==> config.mk <==
export PLATFORM = sky130hd
export DESIGN_NAME = sample_in_ball_ctrl
export DESIGN_NICKNAME = d
export VERILOG_FILES = /design/src/hdl/sib_pkg.sv /design/src/hdl/sib_shuffler.sv /design/src/hdl/sample_in_ball_ctrl.sv
export SDC_FILE = /design/constraint.sdc
export NUM_CORES = 1
export LEC_CHECK = 0
export BUFFER_PORTS_ARGS = -buffer_cell sky130_fd_sc_hd__buf_2
export CAP_MARGIN = 40
export CORE_AREA = 2 2 163 165
export CTS_CLUSTER_SIZE = 25
export DETAILED_ROUTE_END_ITERATION = 6
export DIE_AREA = 0 0 165 167
export PLACE_DENSITY = 0.75
export SYNTH_ARGS = -nofsm -noshare
export SYNTH_HDL_FRONTEND = slang
export SYNTH_HIERARCHICAL = 1
export SYNTH_SLANG_ARGS = --single-unit
==> constraint.sdc <==
create_clock -name clk -period 4.9 [get_ports clk]
set_input_delay 0.49 -clock clk [delete_from_list [all_inputs] [get_ports clk]]
set_output_delay 0.49 -clock clk [all_outputs]
set_load 0.005 [all_outputs]
==> src/hdl/sib_pkg.sv <==
/*
  SampleInBall shared definitions
  Modulus, coefficient memory geometry, word and request types, FSM states
*/
package sib_pkg;

  // Dilithium modulus, a coefficient of -1 is stored as q-1
  localparam int DILITHIUM_Q = 8380417;
  localparam int COEFF_W = 23;

  // Challenge polynomial and memory geometry
  localparam int NUM_COEFF = 256;
  localparam int MEM_LANES = 4;
  localparam int MEM_ADDR_W = 6;

  typedef logic [COEFF_W-1:0] coeff_t;

  // One memory word, four coefficients side by side
  typedef struct packed {
    coeff_t [MEM_LANES-1:0] lane;
  } mem_word_t;

  // Request on one design port of the coefficient memory
  typedef struct packed {
    logic                  cs;
    logic                  we;
    logic [MEM_ADDR_W-1:0] addr;
    mem_word_t             wrdata;
  } mem_req_t;

  typedef enum logic [1:0] {
    SIB_IDLE,
    SIB_SIGN_BUFFER,
    SIB_ACTIVE,
    SIB_DONE
  } sib_fsm_state_e;

  typedef enum logic {
    SHUF_IDLE,
    SHUF_WRITE
  } shuf_state_e;

endpackage

==> src/hdl/sib_shuffler.sv <==
/*
  SampleInBall swap shuffler
  Read-modify-write of coefficients i and j over two cycles,
  merging both updates into one write when they share a word
*/
module sib_shuffler #(
  parameter int SIB_SAMPLE_W = 8
) (
  input  logic                     clk,
  input  logic                     rst_b,
  input  logic                     zeroize_i,
  input  logic                     valid_i,
  input  logic [SIB_SAMPLE_W-1:0]  index_i_i,
  input  logic [SIB_SAMPLE_W-1:0]  index_j_i,
  input  logic                     sign_i,
  output logic                     hold_o,
  output sib_pkg::mem_req_t [1:0]  mem_req_o,
  input  sib_pkg::mem_word_t [1:0] rddata_i
);

  localparam int LANE_BITS = $clog2(sib_pkg::MEM_LANES);
  localparam sib_pkg::coeff_t COEFF_PLUS  = sib_pkg::coeff_t'(1);
  localparam sib_pkg::coeff_t COEFF_MINUS = sib_pkg::coeff_t'(sib_pkg::DILITHIUM_Q - 1);

  sib_pkg::shuf_state_e state_q;
  sib_pkg::shuf_state_e state_d;

  logic [SIB_SAMPLE_W-1:0] idx_i_q;
  logic [SIB_SAMPLE_W-1:0] idx_j_q;
  logic                    sign_q;
  logic                    accept;
  logic [LANE_BITS-1:0]    lane_i;
  logic [LANE_BITS-1:0]    lane_j;
  logic                    same_word;
  sib_pkg::coeff_t         old_j;
  sib_pkg::coeff_t         sign_val;
  sib_pkg::mem_word_t      word_i;
  sib_pkg::mem_word_t      word_j;

  // Word address of a coefficient index
  function automatic logic [sib_pkg::MEM_ADDR_W-1:0] word_addr(
    input logic [SIB_SAMPLE_W-1:0] idx
  );
    return idx[LANE_BITS +: sib_pkg::MEM_ADDR_W];
  endfunction

  assign accept = valid_i & (state_q == sib_pkg::SHUF_IDLE);
  assign hold_o = (state_q == sib_pkg::SHUF_WRITE);

  assign state_d = accept ? sib_pkg::SHUF_WRITE : sib_pkg::SHUF_IDLE;

  always_ff @(posedge clk or negedge rst_b) begin
    if (!rst_b) begin
      state_q <= sib_pkg::SHUF_IDLE;
    end else if (zeroize_i) begin
      state_q <= sib_pkg::SHUF_IDLE;
    end else begin
      state_q <= state_d;
    end
  end

  always_ff @(posedge clk or negedge rst_b) begin
    if (!rst_b) begin
      idx_i_q <= '0;
      idx_j_q <= '0;
      sign_q  <= 1'b0;
    end else if (zeroize_i) begin
      idx_i_q <= '0;
      idx_j_q <= '0;
      sign_q  <= 1'b0;
    end else if (accept) begin
      idx_i_q <= index_i_i;
      idx_j_q <= index_j_i;
      sign_q  <= sign_i;
    end
  end

  assign lane_i    = idx_i_q[LANE_BITS-1:0];
  assign lane_j    = idx_j_q[LANE_BITS-1:0];
  assign same_word = (word_addr(idx_i_q) == word_addr(idx_j_q));
  assign old_j     = rddata_i[0].lane[lane_j];
  assign sign_val  = sign_q ? COEFF_MINUS : COEFF_PLUS;

  // Shared word goes out on port 0 only; sign value lands last so i == j keeps it
  always_comb begin
    word_j = rddata_i[0];
    word_i = rddata_i[1];
    if (same_word) begin
      word_j.lane[lane_i] = old_j;
    end else begin
      word_i.lane[lane_i] = old_j;
    end
    word_j.lane[lane_j] = sign_val;
  end

  always_comb begin
    mem_req_o = '0;
    if (accept) begin
      mem_req_o[0].cs   = 1'b1;
      mem_req_o[0].addr = word_addr(index_j_i);
      mem_req_o[1].cs   = 1'b1;
      mem_req_o[1].addr = word_addr(index_i_i);
    end else if (hold_o) begin
      mem_req_o[0].cs     = 1'b1;
      mem_req_o[0].we     = 1'b1;
      mem_req_o[0].addr   = word_addr(idx_j_q);
      mem_req_o[0].wrdata = word_j;
      mem_req_o[1].cs     = ~same_word;
      mem_req_o[1].we     = ~same_word;
      mem_req_o[1].addr   = word_addr(idx_i_q);
      mem_req_o[1].wrdata = word_i;
    end
  end

endmodule

==> src/hdl/sample_in_ball_ctrl.sv <==
/*
  SampleInBall controller
  Gathers the sign bits, scans each beat for bytes not above index i
  and hands every accepted byte to the swap shuffler
*/
module sample_in_ball_ctrl #(
  parameter int SIB_NUM_SAMPLERS = 4,
  parameter int SIB_SAMPLE_W     = 8,
  parameter int SIB_TAU          = 60
) (
  input  logic                                          clk,
  input  logic                                          rst_b,
  input  logic                                          zeroize_i,
  input  logic                                          data_valid_i,
  input  logic [SIB_NUM_SAMPLERS-1:0][SIB_SAMPLE_W-1:0] data_i,
  output logic                                          data_hold_o,
  output logic                                          sib_done_o,
  output sib_pkg::mem_req_t [1:0]                       mem_req_o,
  input  sib_pkg::mem_word_t [1:0]                      rddata_i
);

  localparam int BEAT_W = SIB_NUM_SAMPLERS * SIB_SAMPLE_W;
  localparam int LANE_IDX_W = (SIB_NUM_SAMPLERS > 1) ? $clog2(SIB_NUM_SAMPLERS) : 1;
  // One extra bit so the index can step past 255 and flag completion
  localparam int IDX_W = SIB_SAMPLE_W + 1;
  localparam logic [IDX_W-1:0] IDX_START = IDX_W'(sib_pkg::NUM_COEFF - SIB_TAU);
  localparam logic [LANE_IDX_W-1:0] LAST_LANE = LANE_IDX_W'(SIB_NUM_SAMPLERS - 1);

  sib_pkg::sib_fsm_state_e state_q;
  sib_pkg::sib_fsm_state_e state_d;

  logic [SIB_TAU-1:0]          sign_q;
  logic [2*BEAT_W-1:0]         sign_beat;
  logic                        sign_load;
  logic [IDX_W-1:0]            rej_idx_q;
  logic [SIB_NUM_SAMPLERS-1:0] lane_ok;
  logic [SIB_NUM_SAMPLERS-1:0] lane_mask_q;
  logic [SIB_NUM_SAMPLERS-1:0] lane_mask_d;
  logic                        index_found;
  logic [LANE_IDX_W-1:0]       found_lane;
  logic [SIB_SAMPLE_W-1:0]     found_byte;
  logic                        lane_hold;
  logic                        active;
  logic                        shuf_hold;
  logic                        swap_accept;

  always_comb begin
    state_d = state_q;
    case (state_q)
      sib_pkg::SIB_IDLE: begin
        if (data_valid_i) begin
          state_d = sib_pkg::SIB_SIGN_BUFFER;
        end
      end
      sib_pkg::SIB_SIGN_BUFFER: begin
        if (data_valid_i) begin
          state_d = sib_pkg::SIB_ACTIVE;
        end
      end
      sib_pkg::SIB_ACTIVE: begin
        // Index past 255 means the last swap is in its write cycle
        if (rej_idx_q[IDX_W-1]) begin
          state_d = sib_pkg::SIB_DONE;
        end
      end
      sib_pkg::SIB_DONE: state_d = sib_pkg::SIB_DONE;
      default: state_d = sib_pkg::SIB_IDLE;
    endcase
  end

  always_ff @(posedge clk or negedge rst_b) begin
    if (!rst_b) begin
      state_q <= sib_pkg::SIB_IDLE;
    end else if (zeroize_i) begin
      state_q <= sib_pkg::SIB_IDLE;
    end else begin
      state_q <= state_d;
    end
  end

  assign active     = (state_q == sib_pkg::SIB_ACTIVE);
  assign sib_done_o = (state_q == sib_pkg::SIB_DONE);

  // First beat lands in the low bits, second beat above it
  assign sign_load = data_valid_i & ((state_q == sib_pkg::SIB_IDLE) |
                                     (state_q == sib_pkg::SIB_SIGN_BUFFER));
  assign sign_beat = (state_q == sib_pkg::SIB_SIGN_BUFFER) ? {data_i, {BEAT_W{1'b0}}}
                                                           : {{BEAT_W{1'b0}}, data_i};

  always_ff @(posedge clk or negedge rst_b) begin
    if (!rst_b) begin
      sign_q <= '0;
    end else if (zeroize_i) begin
      sign_q <= '0;
    end else if (sign_load) begin
      sign_q <= sign_q | sign_beat[SIB_TAU-1:0];
    end else if (swap_accept) begin
      sign_q <= sign_q >> 1;
    end
  end

  always_ff @(posedge clk or negedge rst_b) begin
    if (!rst_b) begin
      rej_idx_q <= IDX_START;
    end else if (zeroize_i) begin
      rej_idx_q <= IDX_START;
    end else if (swap_accept) begin
      rej_idx_q <= rej_idx_q + 1'b1;
    end
  end

  // Rejection test per lane, masked lanes were already used on this beat
  always_comb begin
    for (int l = 0; l < SIB_NUM_SAMPLERS; l++) begin
      lane_ok[l] = active & data_valid_i & lane_mask_q[l] &
                   ({1'b0, data_i[l]} <= rej_idx_q);
    end
  end

  // Lowest acceptable lane wins; that lane and all below it get masked
  always_comb begin
    index_found = 1'b0;
    found_lane  = '0;
    lane_mask_d = lane_mask_q;
    for (int l = 0; l < SIB_NUM_SAMPLERS; l++) begin
      if (!index_found) begin
        lane_mask_d[l] = 1'b0;
        if (lane_ok[l]) begin
          index_found = 1'b1;
          found_lane  = LANE_IDX_W'(l);
        end
      end
    end
  end

  assign found_byte  = data_i[found_lane];
  assign lane_hold   = index_found & (found_lane != LAST_LANE);
  assign swap_accept = index_found & ~shuf_hold;
  assign data_hold_o = active & (shuf_hold | lane_hold);

  always_ff @(posedge clk or negedge rst_b) begin
    if (!rst_b) begin
      lane_mask_q <= '1;
    end else if (zeroize_i || !active) begin
      lane_mask_q <= '1;
    end else if (data_valid_i && !shuf_hold) begin
      // Rescan the same beat, or open the next one with all lanes
      if (lane_hold) begin
        lane_mask_q <= lane_mask_d;
      end else begin
        lane_mask_q <= '1;
      end
    end
  end

  sib_shuffler #(
    .SIB_SAMPLE_W(SIB_SAMPLE_W)
  ) u_shuffler (
    .clk       (clk),
    .rst_b     (rst_b),
    .zeroize_i (zeroize_i),
    .valid_i   (index_found),
    .index_i_i (rej_idx_q[SIB_SAMPLE_W-1:0]),
    .index_j_i (found_byte),
    .sign_i    (sign_q[0]),
    .hold_o    (shuf_hold),
    .mem_req_o (mem_req_o),
    .rddata_i  (rddata_i)
  );

endmodule

==> results of run 1 <==
placed cells by master, fill, tap and decap left out, drive strengths merged, types with 14 or more instances in the layout:
cell type / count
buf: 458
nand2: 258
a21oi: 140
mux2i: 92
dfrtp: 86
o21ai: 84
nand3: 75
a32oi: 54
nor2: 45
a211oi: 33
ha: 33
a31oi: 27
nor4: 24
mux4: 23
inv: 22
diode: 14
nand4: 14
how the worst min path moves through the flow:
| stage | startpoint | endpoint | depth (start not counted) |
|---|---|---|---|
| finish | rst_b | u_shuffler/idx_j_q[5] | 1 |
| global route | rst_b | u_shuffler/idx_j_q[5] | 1 |
| CTS | rst_b | u_shuffler/idx_j_q[5] | 1 |
| detailed placement | rst_b | u_shuffler/idx_j_q[5] | 1 |
| global placement | rst_b | u_shuffler/idx_j_q[5] | 1 |
| floorplan | rst_b | rej_idx_q[0] | 0 |
registers in the layout, summed over array words and instances (netlist names):
register	count
lane_mask_q	4
u_shuffler/hold_o	1
rej_idx_q	9
u_shuffler/idx_i_q	8
u_shuffler/sign_q	1
state_q	2
u_shuffler/idx_j_q	8
sign_q	60
cell families (layout without fill, tap and decap cells):
logic type	count (synthesis)	in the layout
buffers and inverters	144	494
xor gates and xnor gates	8	8
AOI/OAI and AO/OA	378	378
other	0	14
DFF	93	93
muxes	115	115
and+or+nand+nor	457	457
adders and majority gates	33	33
final cells by class:
cell class | instances | area [sq um]
clock buffer | 10 | 239
clock inverter | 6 | 46.3
sequential | 93 | 2340
timing repair buffer | 458 | 2500
tap | 335 | 419
inverter | 20 | 75.1
antenna | 14 | 35.0
multi-input combinational | 991 | 6330
fill | 2667 | 13800
report_power, final:
| group | switching (mW) | internal [mW] | leakage (nW) |
|---|---|---|---|
| clock network | 0.314 | 0.362 | 0.141 |
| registers | 0.0649 | 0.824 | 1.24 |
| logic | 0.945 | 0.465 | 4.38 |
worst max-delay path: cells and delay by family (launching register included):
family / cells / cell delay (ns)
and+or+nand+nor: 4 / 0.77
DFF: 1 / 0.57
buffers and inverters: 2 / 0.29
AOI/OAI and AO/OA: 5 / 1.43
adders and majority gates: 1 / 0.35
per-stage QoR:
| stage | instance area (sq um) | total power, mW | setup slack [ns] | cells | util |
|---|---|---|---|---|---|
| after global routing | 12000 | 3.11 | 0.446 | 1923 | 0.465 |
| after floorplan | 9420 | 1.76 | 1.52 | 1228 | - |
| final | 12000 | 2.98 | 0.651 | 1927 | 0.465 |
| after global placement | 11500 | 2.22 | 1.15 | 1887 | 0.446 |
| after detailed placement | 11700 | 2.27 | 1.08 | 1897 | 0.453 |
| after CTS | 11900 | 2.94 | 0.690 | 1913 | 0.464 |
metal layers:
metal | vias to the layer above | global-route usage | part of all wire
li1 | 5234 | - | -
met1 | 5703 | 0.458 | 0.38
met2 | 769 | 0.543 | 0.45
met3 | 93 | 0.143 | 0.13
met4 | 16 | 0.115 | 0.027
met5 | - | 0 | 0.0021
==> results.toml, run 1 <==
[drt]
post-route-drc-count = 0
drt-vias-per-instance = 6.13
drtAntennaViolNets = 0
drt_pre_antenna_iters = 6
dr_total_vias = 11800
routedWlPerCell_um = 26.7
detail_route.wirelength_um = 51500
drt-initial-drc-count = 1357

[yosys]
synth_edf_count = 0
synth.avg_cell_area_sq_um = 7.67
dominant_combinational_cell_family_by_area_after_synthesis = "compound AO/OA/AOI/OAI gates"
post_synth_main_area_contributors = "sky130_fd_sc_hd__dfrtp_1, sky130_fd_sc_hd__nand2_1, sky130_fd_sc_hd__mux2i_1"
synthXorXnorAreaFrac = 0.00904
yosys-top-cells-count = "sky130_fd_sc_hd__nand2_1, sky130_fd_sc_hd__a21oi_1, sky130_fd_sc_hd__mux2i_1"
post-synth-top-count-cell = "sky130_fd_sc_hd__nand2_1"
synth-adder-area-share = 0.0438
yosysUniqueCellTypes = 55
dominantRegCellSynth = "sky130_fd_sc_hd__dfrtp_1"
cell_count_after_synthesis = 1228
synth-seq-cells = 93
synth-seq-area-share = 0.248
synth-compound-area-share = 0.253
netlist.area_leader.share = 0.229
synthesis.area_sq_mm = 0.00942
yosys_warnings = 6
synth_area_leader_cell = "sky130_fd_sc_hd__dfrtp_1"
synthesis.nets = 1481
yosys-mux-area-fraction = 0.153
post_synthesis_async_set_or_reset_flop_share = 1.00
post_synth_and_or_nand_nor_area_fraction = 0.213

[clock_network]
tritoncts_clock_tree = "yes"
cts.path.max_buffers = 2
cts_num_sinks = 93
cts_buffers = 9
postCtsResizedCells = 0
ctsRootBufferMaster = "sky130_fd_sc_hd__clkbuf_16"
cts_post_setup_buffers_inserted = 0
hold_buffers = 0
worst_setup_hold_path_clk_slew_ns = 0.07
cts-htree-levels = 3
clock_latency_ns = 0.35

[finish]
finalNetCount = 1826
post_route_cells_drive_above_1_share = 0.327
areaGrowthSynthToFinish_pct = 27.3

[floorplan]
io_pins = 422
num_rows = 59
floorplan.core_area_sq_mm = 0.0258
floorplan.die_area_sq_mm = 0.0276
floorplan.die.width_um = 165
die_y_um = 167
start_util = 0.365

[setup_path]
worst_path_maximum_fanout = 12
timing.critical_path.required_ns = 4.41
worstPathCellList = "inv_1 > ha_1 > and4b_1 > o21ai_0 > o2111a_1 > o211ai_1 > nand2_1 > o22ai_1 > a211oi_1 > nand2_1 > nand2_1 > buf_2"
setup.worst_path.start = "rej_idx_q[2]"
startpoint_type = "register"
r2r_setup_slack_ns = 1.29
cpMaxStageDelayCell = "sky130_fd_sc_hd__o211ai_1"
worst_setup_path_endpoint = "mem_req_o[93]"
worstSetupEndpointType = "output pin"
rr_endpoint = "u_shuffler/idx_j_q[6]"
critical-path-top-cell-by-count = "sky130_fd_sc_hd__nand2_1"
worst_r2r_path_depth = 10
timing.critical_path.arrival_ns = 3.76
critical_path.max_stage_delay_ns = 0.79
worst-setup-path-type = "reg2out"
critical_path.reg2reg.startpoint = "rej_idx_q[2]"

[sta]
max_slew.worst_pin.slew_ns = 0.975
fin_worst_skew_ns = 0.00929
worst_hold_slack_ns = 0.0553
layout_worst_path_cycle_share = 0.867
setup_tns_ns = 0
fmax_mhz = 235
period_minus_slack_ns = 4.25
rsz0062_at_grt = "false"
hold_viol = 0
final_setup_violation_count = 0
slew_headroom = 0.347
timing.final.max_slew_violations = 0

[min_path]
min-delay-path-class = "in2async"

[placed_design]
hpwlAfterDp_um = 41700
globalplace.congestion = 1.04
numPortBuffers = 421

[grt]
initial_antenna_violation_count = 25
grt_max_degree = 67
globalRouteTotalUtil = 0.356
grt_overflow = 0
grt_pass1_wl_um = 72100
via_count_of_the_first_global_routing_pass = 10800

[power_and_ir_drop]
power_density_of_the_placed_cells_mw_per_mm2 = 248
worst_ir_drop_vdd_uv = 179
power.leakage_nw = 5.76

[outcome]
run_status = "finished clean"

[job]
drv.max_cap_violation_count = 0
Power figures use the tool's default switching activity.
==> run 2, diff against run 1 <==
--- a/config.mk
+++ b/config.mk
@@ -7,11 +7,11 @@
 export LEC_CHECK = 0
 export BUFFER_PORTS_ARGS = -buffer_cell sky130_fd_sc_hd__buf_2
 export CAP_MARGIN = 40
-export CORE_AREA = 2 2 163 165
+export CORE_AREA = 2 2 164 166
 export CTS_CLUSTER_SIZE = 25
 export DETAILED_ROUTE_END_ITERATION = 6
-export DIE_AREA = 0 0 165 167
-export PLACE_DENSITY = 0.75
+export DIE_AREA = 0 0 166 168
+export PLACE_DENSITY = 0.74
 export SYNTH_ARGS = -nofsm -noshare
 export SYNTH_HDL_FRONTEND = slang
 export SYNTH_HIERARCHICAL = 1
==> constraint.sdc (replaced) <==
create_clock -name clk -period 4.5 [get_ports clk]
set_input_delay 0.45 -clock clk [delete_from_list [all_inputs] [get_ports clk]]
set_output_delay 0.45 -clock clk [all_outputs]
set_load 0.005 [all_outputs]
==> run 2 against run 1 <==
Non-clock buffer count stayed put. Total power is 7.7% higher. Register-to-register slack worse by 0.30 ns. First-iteration DRC count is 3.3% lower. Wire length is 0.44% higher. Sequential power is 8.1% higher. Critical path depth is 2 higher. Worst setup slack worse by 0.18 ns. Sequential cell count stayed put. Largest power group unchanged. Highest routed layer unchanged.
==> results.toml, run 2 (same netlist as run 1, synthesis figures left out) <==
[drt]
dr_total_vias = 11700
post-route-drc-count = 0
drtAntennaViolNets = 0
drt-initial-drc-count = 1312
drt_pre_antenna_iters = 6
drt-vias-per-instance = 6.06
routedWlPerCell_um = 26.7
detail_route.wirelength_um = 51700

[setup_path]
startpoint_type = "register"
path_delay_family = "compound AO/OA/AOI/OAI gates"
critical_path.reg2reg.startpoint = "rej_idx_q[2]"
r2r_setup_slack_ns = 0.99
worstSetupEndpointType = "output pin"
worst_r2r_path_depth = 10
setup.worst_path.start = "rej_idx_q[2]"
cpMaxStageDelayCell = "sky130_fd_sc_hd__dfstp_2"
timing.critical_path.depth = 14
worst_path_maximum_fanout = 9
timing.critical_path.required_ns = 4.05
path_buf_inv = 4
timing.critical_path.arrival_ns = 3.58
critical_path.max_stage_delay_ns = 0.58
worst-setup-path-type = "reg2out"
worstPathCellList = "inv_1 > ha_1 > and4b_1 > o21ai_0 > o2111a_1 > o211ai_1 > buf_4 > a31oi_1 > buf_4 > nor2_1 > a211oi_1 > nand2_1 > nand2_1 > buf_2"

[clock_network]
ctsRootBufferMaster = "sky130_fd_sc_hd__clkbuf_16"
tritoncts_clock_tree = "yes"
cts_post_setup_buffers_inserted = 0
worst_setup_hold_path_clk_slew_ns = 0.07
cts-htree-levels = 3
postCtsResizedCells = 0
hold_buffers = 0
cts_num_sinks = 93
cts_buffers = 9
clock_latency_ns = 0.35
cts.path.max_buffers = 2

[floorplan]
io_pins = 422
floorplan.die_area_sq_mm = 0.0279
num_rows = 60
floorplan.die.width_um = 166
floorplan.core_area_sq_mm = 0.0264
start_util = 0.357
die_y_um = 168

[power_and_ir_drop]
worst_ir_drop_vdd_uv = 214
power.leakage_nw = 5.73
power_density_of_the_placed_cells_mw_per_mm2 = 268

[grt]
grt_max_degree = 94
grt_pass1_wl_um = 74100
via_count_of_the_first_global_routing_pass = 11000
initial_antenna_violation_count = 26
grt_overflow = 0
globalRouteTotalUtil = 0.353

[finish]
layout.cells.most_common = "sky130_fd_sc_hd__buf_2"
regs_by_ff_count = "sign_q x60, rej_idx_q x9"
largest_reg_flops = 60
filler_cell_count = 2763
areaGrowthSynthToFinish_pct = 27.1
finalNetCount = 1826
registers.top_by_ff_count = "sign_q"
final_cell_count_no_fill = 1938
post_route_cells_drive_above_1_share = 0.326
mostFrequentLayoutCells = "sky130_fd_sc_hd__buf_2, sky130_fd_sc_hd__nand2_1, sky130_fd_sc_hd__a21oi_1, sky130_fd_sc_hd__mux2i_1, sky130_fd_sc_hd__dfrtp_1"

[sta]
layout_worst_path_cycle_share = 0.895
fmax_mhz = 248
hold_viol = 0
final_setup_violation_count = 0
fin_worst_skew_ns = 0.00605
setup_tns_ns = 0
rsz0062_at_grt = "false"
period_minus_slack_ns = 4.03
timing.final.max_slew_violations = 0
slew_headroom = 0.398
max_slew.worst_pin.slew_ns = 0.903

[outcome]
run_status = "finished clean"

[min_path]
min-delay-path-class = "in2async"

[placed_design]
hpwlAfterDp_um = 41800
numPortBuffers = 421
globalplace.congestion = 0.984
place_inst = 1902

[job]
drv.max_cap_violation_count = 0
-- run 2: cell count changes in the layout (fill, tap and decap cells not counted), sizes merged --
cell	previous run	this run
clkbuf	10	12
clkinv	3	1
inv	22	21
clkinvlp	1	2
diode	14	19
-- run 2: final cells by class --
type                       count  area [sq um]  area share
inverter                      20          75.1     0.00627
antenna                       19          47.5     0.00397
timing repair buffer         458          2470       0.207
clock inverter                 4          32.5     0.00272
tap                          341           427      0.0356
multi-input combinational    991          6330       0.529
sequential                    93          2340       0.196
clock buffer                  12           246      0.0206
-- run 2: report_power, final --
part | internal, mW | switching, mW
sequential | 0.897 | 0.0626
combinational | 0.474 | 1.04
clock | 0.394 | 0.342
total | 1.76 | 1.44
-- run 2: through the flow --
step	hold slack, ns	total power, mW	setup slack (ns)	utilization	cell area (sq um)
floorplan	0.154	1.92	1.16	-	9420
global placement	0.451	2.42	0.625	0.437	11500
detailed placement	0.456	2.44	0.542	0.442	11600
CTS	0.212	3.17	0.131	0.452	11900
global route	0.251	3.35	0.262	0.454	12000
finish	0.183	3.20	0.473	0.454	12000
-- run 2: worst paths after layout --
kind                                              end
worst max-delay path                    mem_req_o[94]
worst min-delay path            u_shuffler/idx_i_q[3]
min in group clk                           state_q[1]
worst max register to register              sign_q[7]
worst min register to register         lane_mask_q[0]
max in group asynchronous                  sign_q[47]
-- run 2: layer usage --
layer,vias to the layer above,global-route usage,share of wire
met5,-,0,0.0015
met4,12,0.148,0.034
met3,90,0.107,0.11
met2,651,0.546,0.46
met1,5721,0.458,0.40
li1,5261,-,-
==> run 3, diff against run 2 <==
==> constraint.sdc (replaced) <==
create_clock -name clk -period 4.6 [get_ports clk]
set_input_delay 0.46 -clock clk [delete_from_list [all_inputs] [get_ports clk]]
set_output_delay 0.46 -clock clk [all_outputs]
set_load 0.005 [all_outputs]
==> run 3 against run 2 <==
Final cell count is the same. Clock-buffer cell count shrank 1. Sequential power shrank 2%. Final area grew 0.10%. Critical path depth is the same. Total power shrank 0.79%. Wire length shrank 2.0%. Clock power grew 6.8%. Global-route usage shrank 1.0 points. Worst setup slack gained 0.12 ns. First-iteration DRC count grew 3.0%. Critical endpoint is now mem_req_o[95]. Highest routed layer unchanged.
==> results.toml, run 3 (same netlist as run 1, synthesis figures left out) <==
[outcome]
run_status = "finished clean"

[floorplan]
num_rows = 60
io_pins = 422
start_util = 0.357
floorplan.core_area_sq_mm = 0.0264
floorplan.die_area_sq_mm = 0.0279
floorplan.die.width_um = 166
die_y_um = 168

[grt]
grt_pass1_wl_um = 72200
grt_overflow = 0
via_count_of_the_first_global_routing_pass = 10800
globalRouteTotalUtil = 0.343
initial_antenna_violation_count = 31
grt_max_degree = 63

[drt]
drtAntennaViolNets = 0
dr_total_vias = 11700
post-route-drc-count = 0
drt_pre_antenna_iters = 5
drt-initial-drc-count = 1352
detail_route.wirelength_um = 50700
routedWlPerCell_um = 26.1
drt-vias-per-instance = 6.04

[finish]
final-seq-area_sq_mm = 0.00234
areaGrowthSynthToFinish_pct = 27.2
regs_by_ff_count = "sign_q x60, rej_idx_q x9"
largest_reg_flops = 60
layout.cells.most_common = "sky130_fd_sc_hd__buf_2"
finalNetCount = 1824
finalInstanceArea_sq_mm = 0.0120
post_route_cells_drive_above_1_share = 0.326
final_cell_count_no_fill = 1938
filler_cell_count = 2759
footprint_of_the_multi_input_gates_sq_mm = 0.00633
mostFrequentLayoutCells = "sky130_fd_sc_hd__buf_2, sky130_fd_sc_hd__nand2_1, sky130_fd_sc_hd__a21oi_1, sky130_fd_sc_hd__mux2i_1, sky130_fd_sc_hd__dfrtp_1"
registers.top_by_ff_count = "sign_q"
post-route-util = 0.455

[clock_network]
postCtsResizedCells = 0
ctsRootBufferMaster = "sky130_fd_sc_hd__clkbuf_16"
cts-htree-levels = 3
clock_latency_ns = 0.35
tritoncts_clock_tree = "yes"
cts_buffers = 9
cts.path.max_buffers = 2
hold_buffers = 0
worst_setup_hold_path_clk_slew_ns = 0.07
cts_num_sinks = 93
cts_post_setup_buffers_inserted = 0

[sta]
final_setup_violation_count = 0
hold_viol = 0
fin_worst_skew_ns = 0.0121
timing.final.max_slew_violations = 0
rsz0062_at_grt = "false"
period_minus_slack_ns = 4.00
setup_tns_ns = 0
fmax_mhz = 250
layout_worst_path_cycle_share = 0.870
max_slew.worst_pin.slew_ns = 0.938
slew_headroom = 0.373
final_worst_slack_ns = 0.596
worst_hold_slack_ns = 0.109

[power_and_ir_drop]
power.leakage_nw = 5.74
worst_ir_drop_vdd_uv = 266
total_power_mw = 3.18
power_switching_mw = 1.40
portion_of_total_power_attributed_to_sequential_cells = 0.296
comb_power_share = 0.457
power.switching_fraction = 0.440
power_density_of_the_placed_cells_mw_per_mm2 = 265
intPower_mw = 1.78
pwr-share-clk = 0.247

[setup_path]
r2r_setup_slack_ns = 1.13
timing.critical_path.arrival_ns = 3.54
cpMaxStageDelayCell = "sky130_fd_sc_hd__dfstp_2"
path_delay_family = "compound AO/OA/AOI/OAI gates"
timing.critical_path.required_ns = 4.14
critical_path.max_stage_delay_ns = 0.55
path_buf_inv = 4
worst-setup-path-type = "reg2out"
worstPathCellList = "inv_1 > ha_1 > a21o_1 > a21oi_1 > o211a_1 > o311a_1 > nor2_1 > buf_4 > nand3_1 > nor2b_1 > buf_4 > nand2_1 > nand2_1 > buf_2"
startpoint_type = "register"
worst_path_maximum_fanout = 17
worstSetupEndpointType = "output pin"

[placed_design]
hpwlAfterDp_um = 41000
globalplace.congestion = 0.996
post-place-ws_ns = 1.01
placement.cell_area_sq_mm = 0.0116
numPortBuffers = 421
place_inst = 1901

[job]
drv.max_cap_violation_count = 0

[min_path]
min-delay-path-class = "in2async"
## run 3: changes by cell type in the layout (fill, tap and decap cells not counted), sizes merged
cell | previous run | this run
buf | 458 | 456
clkinvlp | 2 | 0
diode | 19 | 21
bufinv | 0 | 1
clkbuf | 12 | 11
clkinv | 1 | 2
inv | 21 | 22
## run 3: metal layers
metal,GRT usage,vias up,wire (um)
met3,0.126,113,6380
met5,0,-,87
li1,-,5255,-
met2,0.538,746,23000
met4,0.132,16,1960
met1,0.430,5578,19300
## run 3: layout make-up
type,instances,share of cell area
well taps,341,0.0356
repair buffers,456,0.204
multi-input cells,991,0.528
diodes,21,0.00439
clock inverters,5,0.00564
flip-flops and latches,93,0.195
clock buffers,11,0.0203
inverters,20,0.00627
## run 3: worst paths after layout
path | startpoint | to | cells past startpoint
setup reg to reg | rej_idx_q[2] | sign_q[50] | 9
setup / recovery | rej_idx_q[6] | mem_req_o[95] | 14
hold / removal | rst_b | u_shuffler/idx_j_q[5] | 1
min in group clk | data_valid_i | state_q[1] | 3
max in group asynchronous | rst_b | sign_q[12] | 2
hold reg to reg | lane_mask_q[0] | lane_mask_q[0] | 2
## run 3: power groups by stage
stage	Combinational, mW	Clock (mW)	Sequential, mW
3_3_place_gp	1.38	0	0.960
2_1_floorplan	0.952	0	0.924
5_1_grt	1.54	0.827	0.948
3_5_place_dp	1.41	0	0.955
4_1_cts	1.41	0.797	0.940
6_report	1.45	0.785	0.941
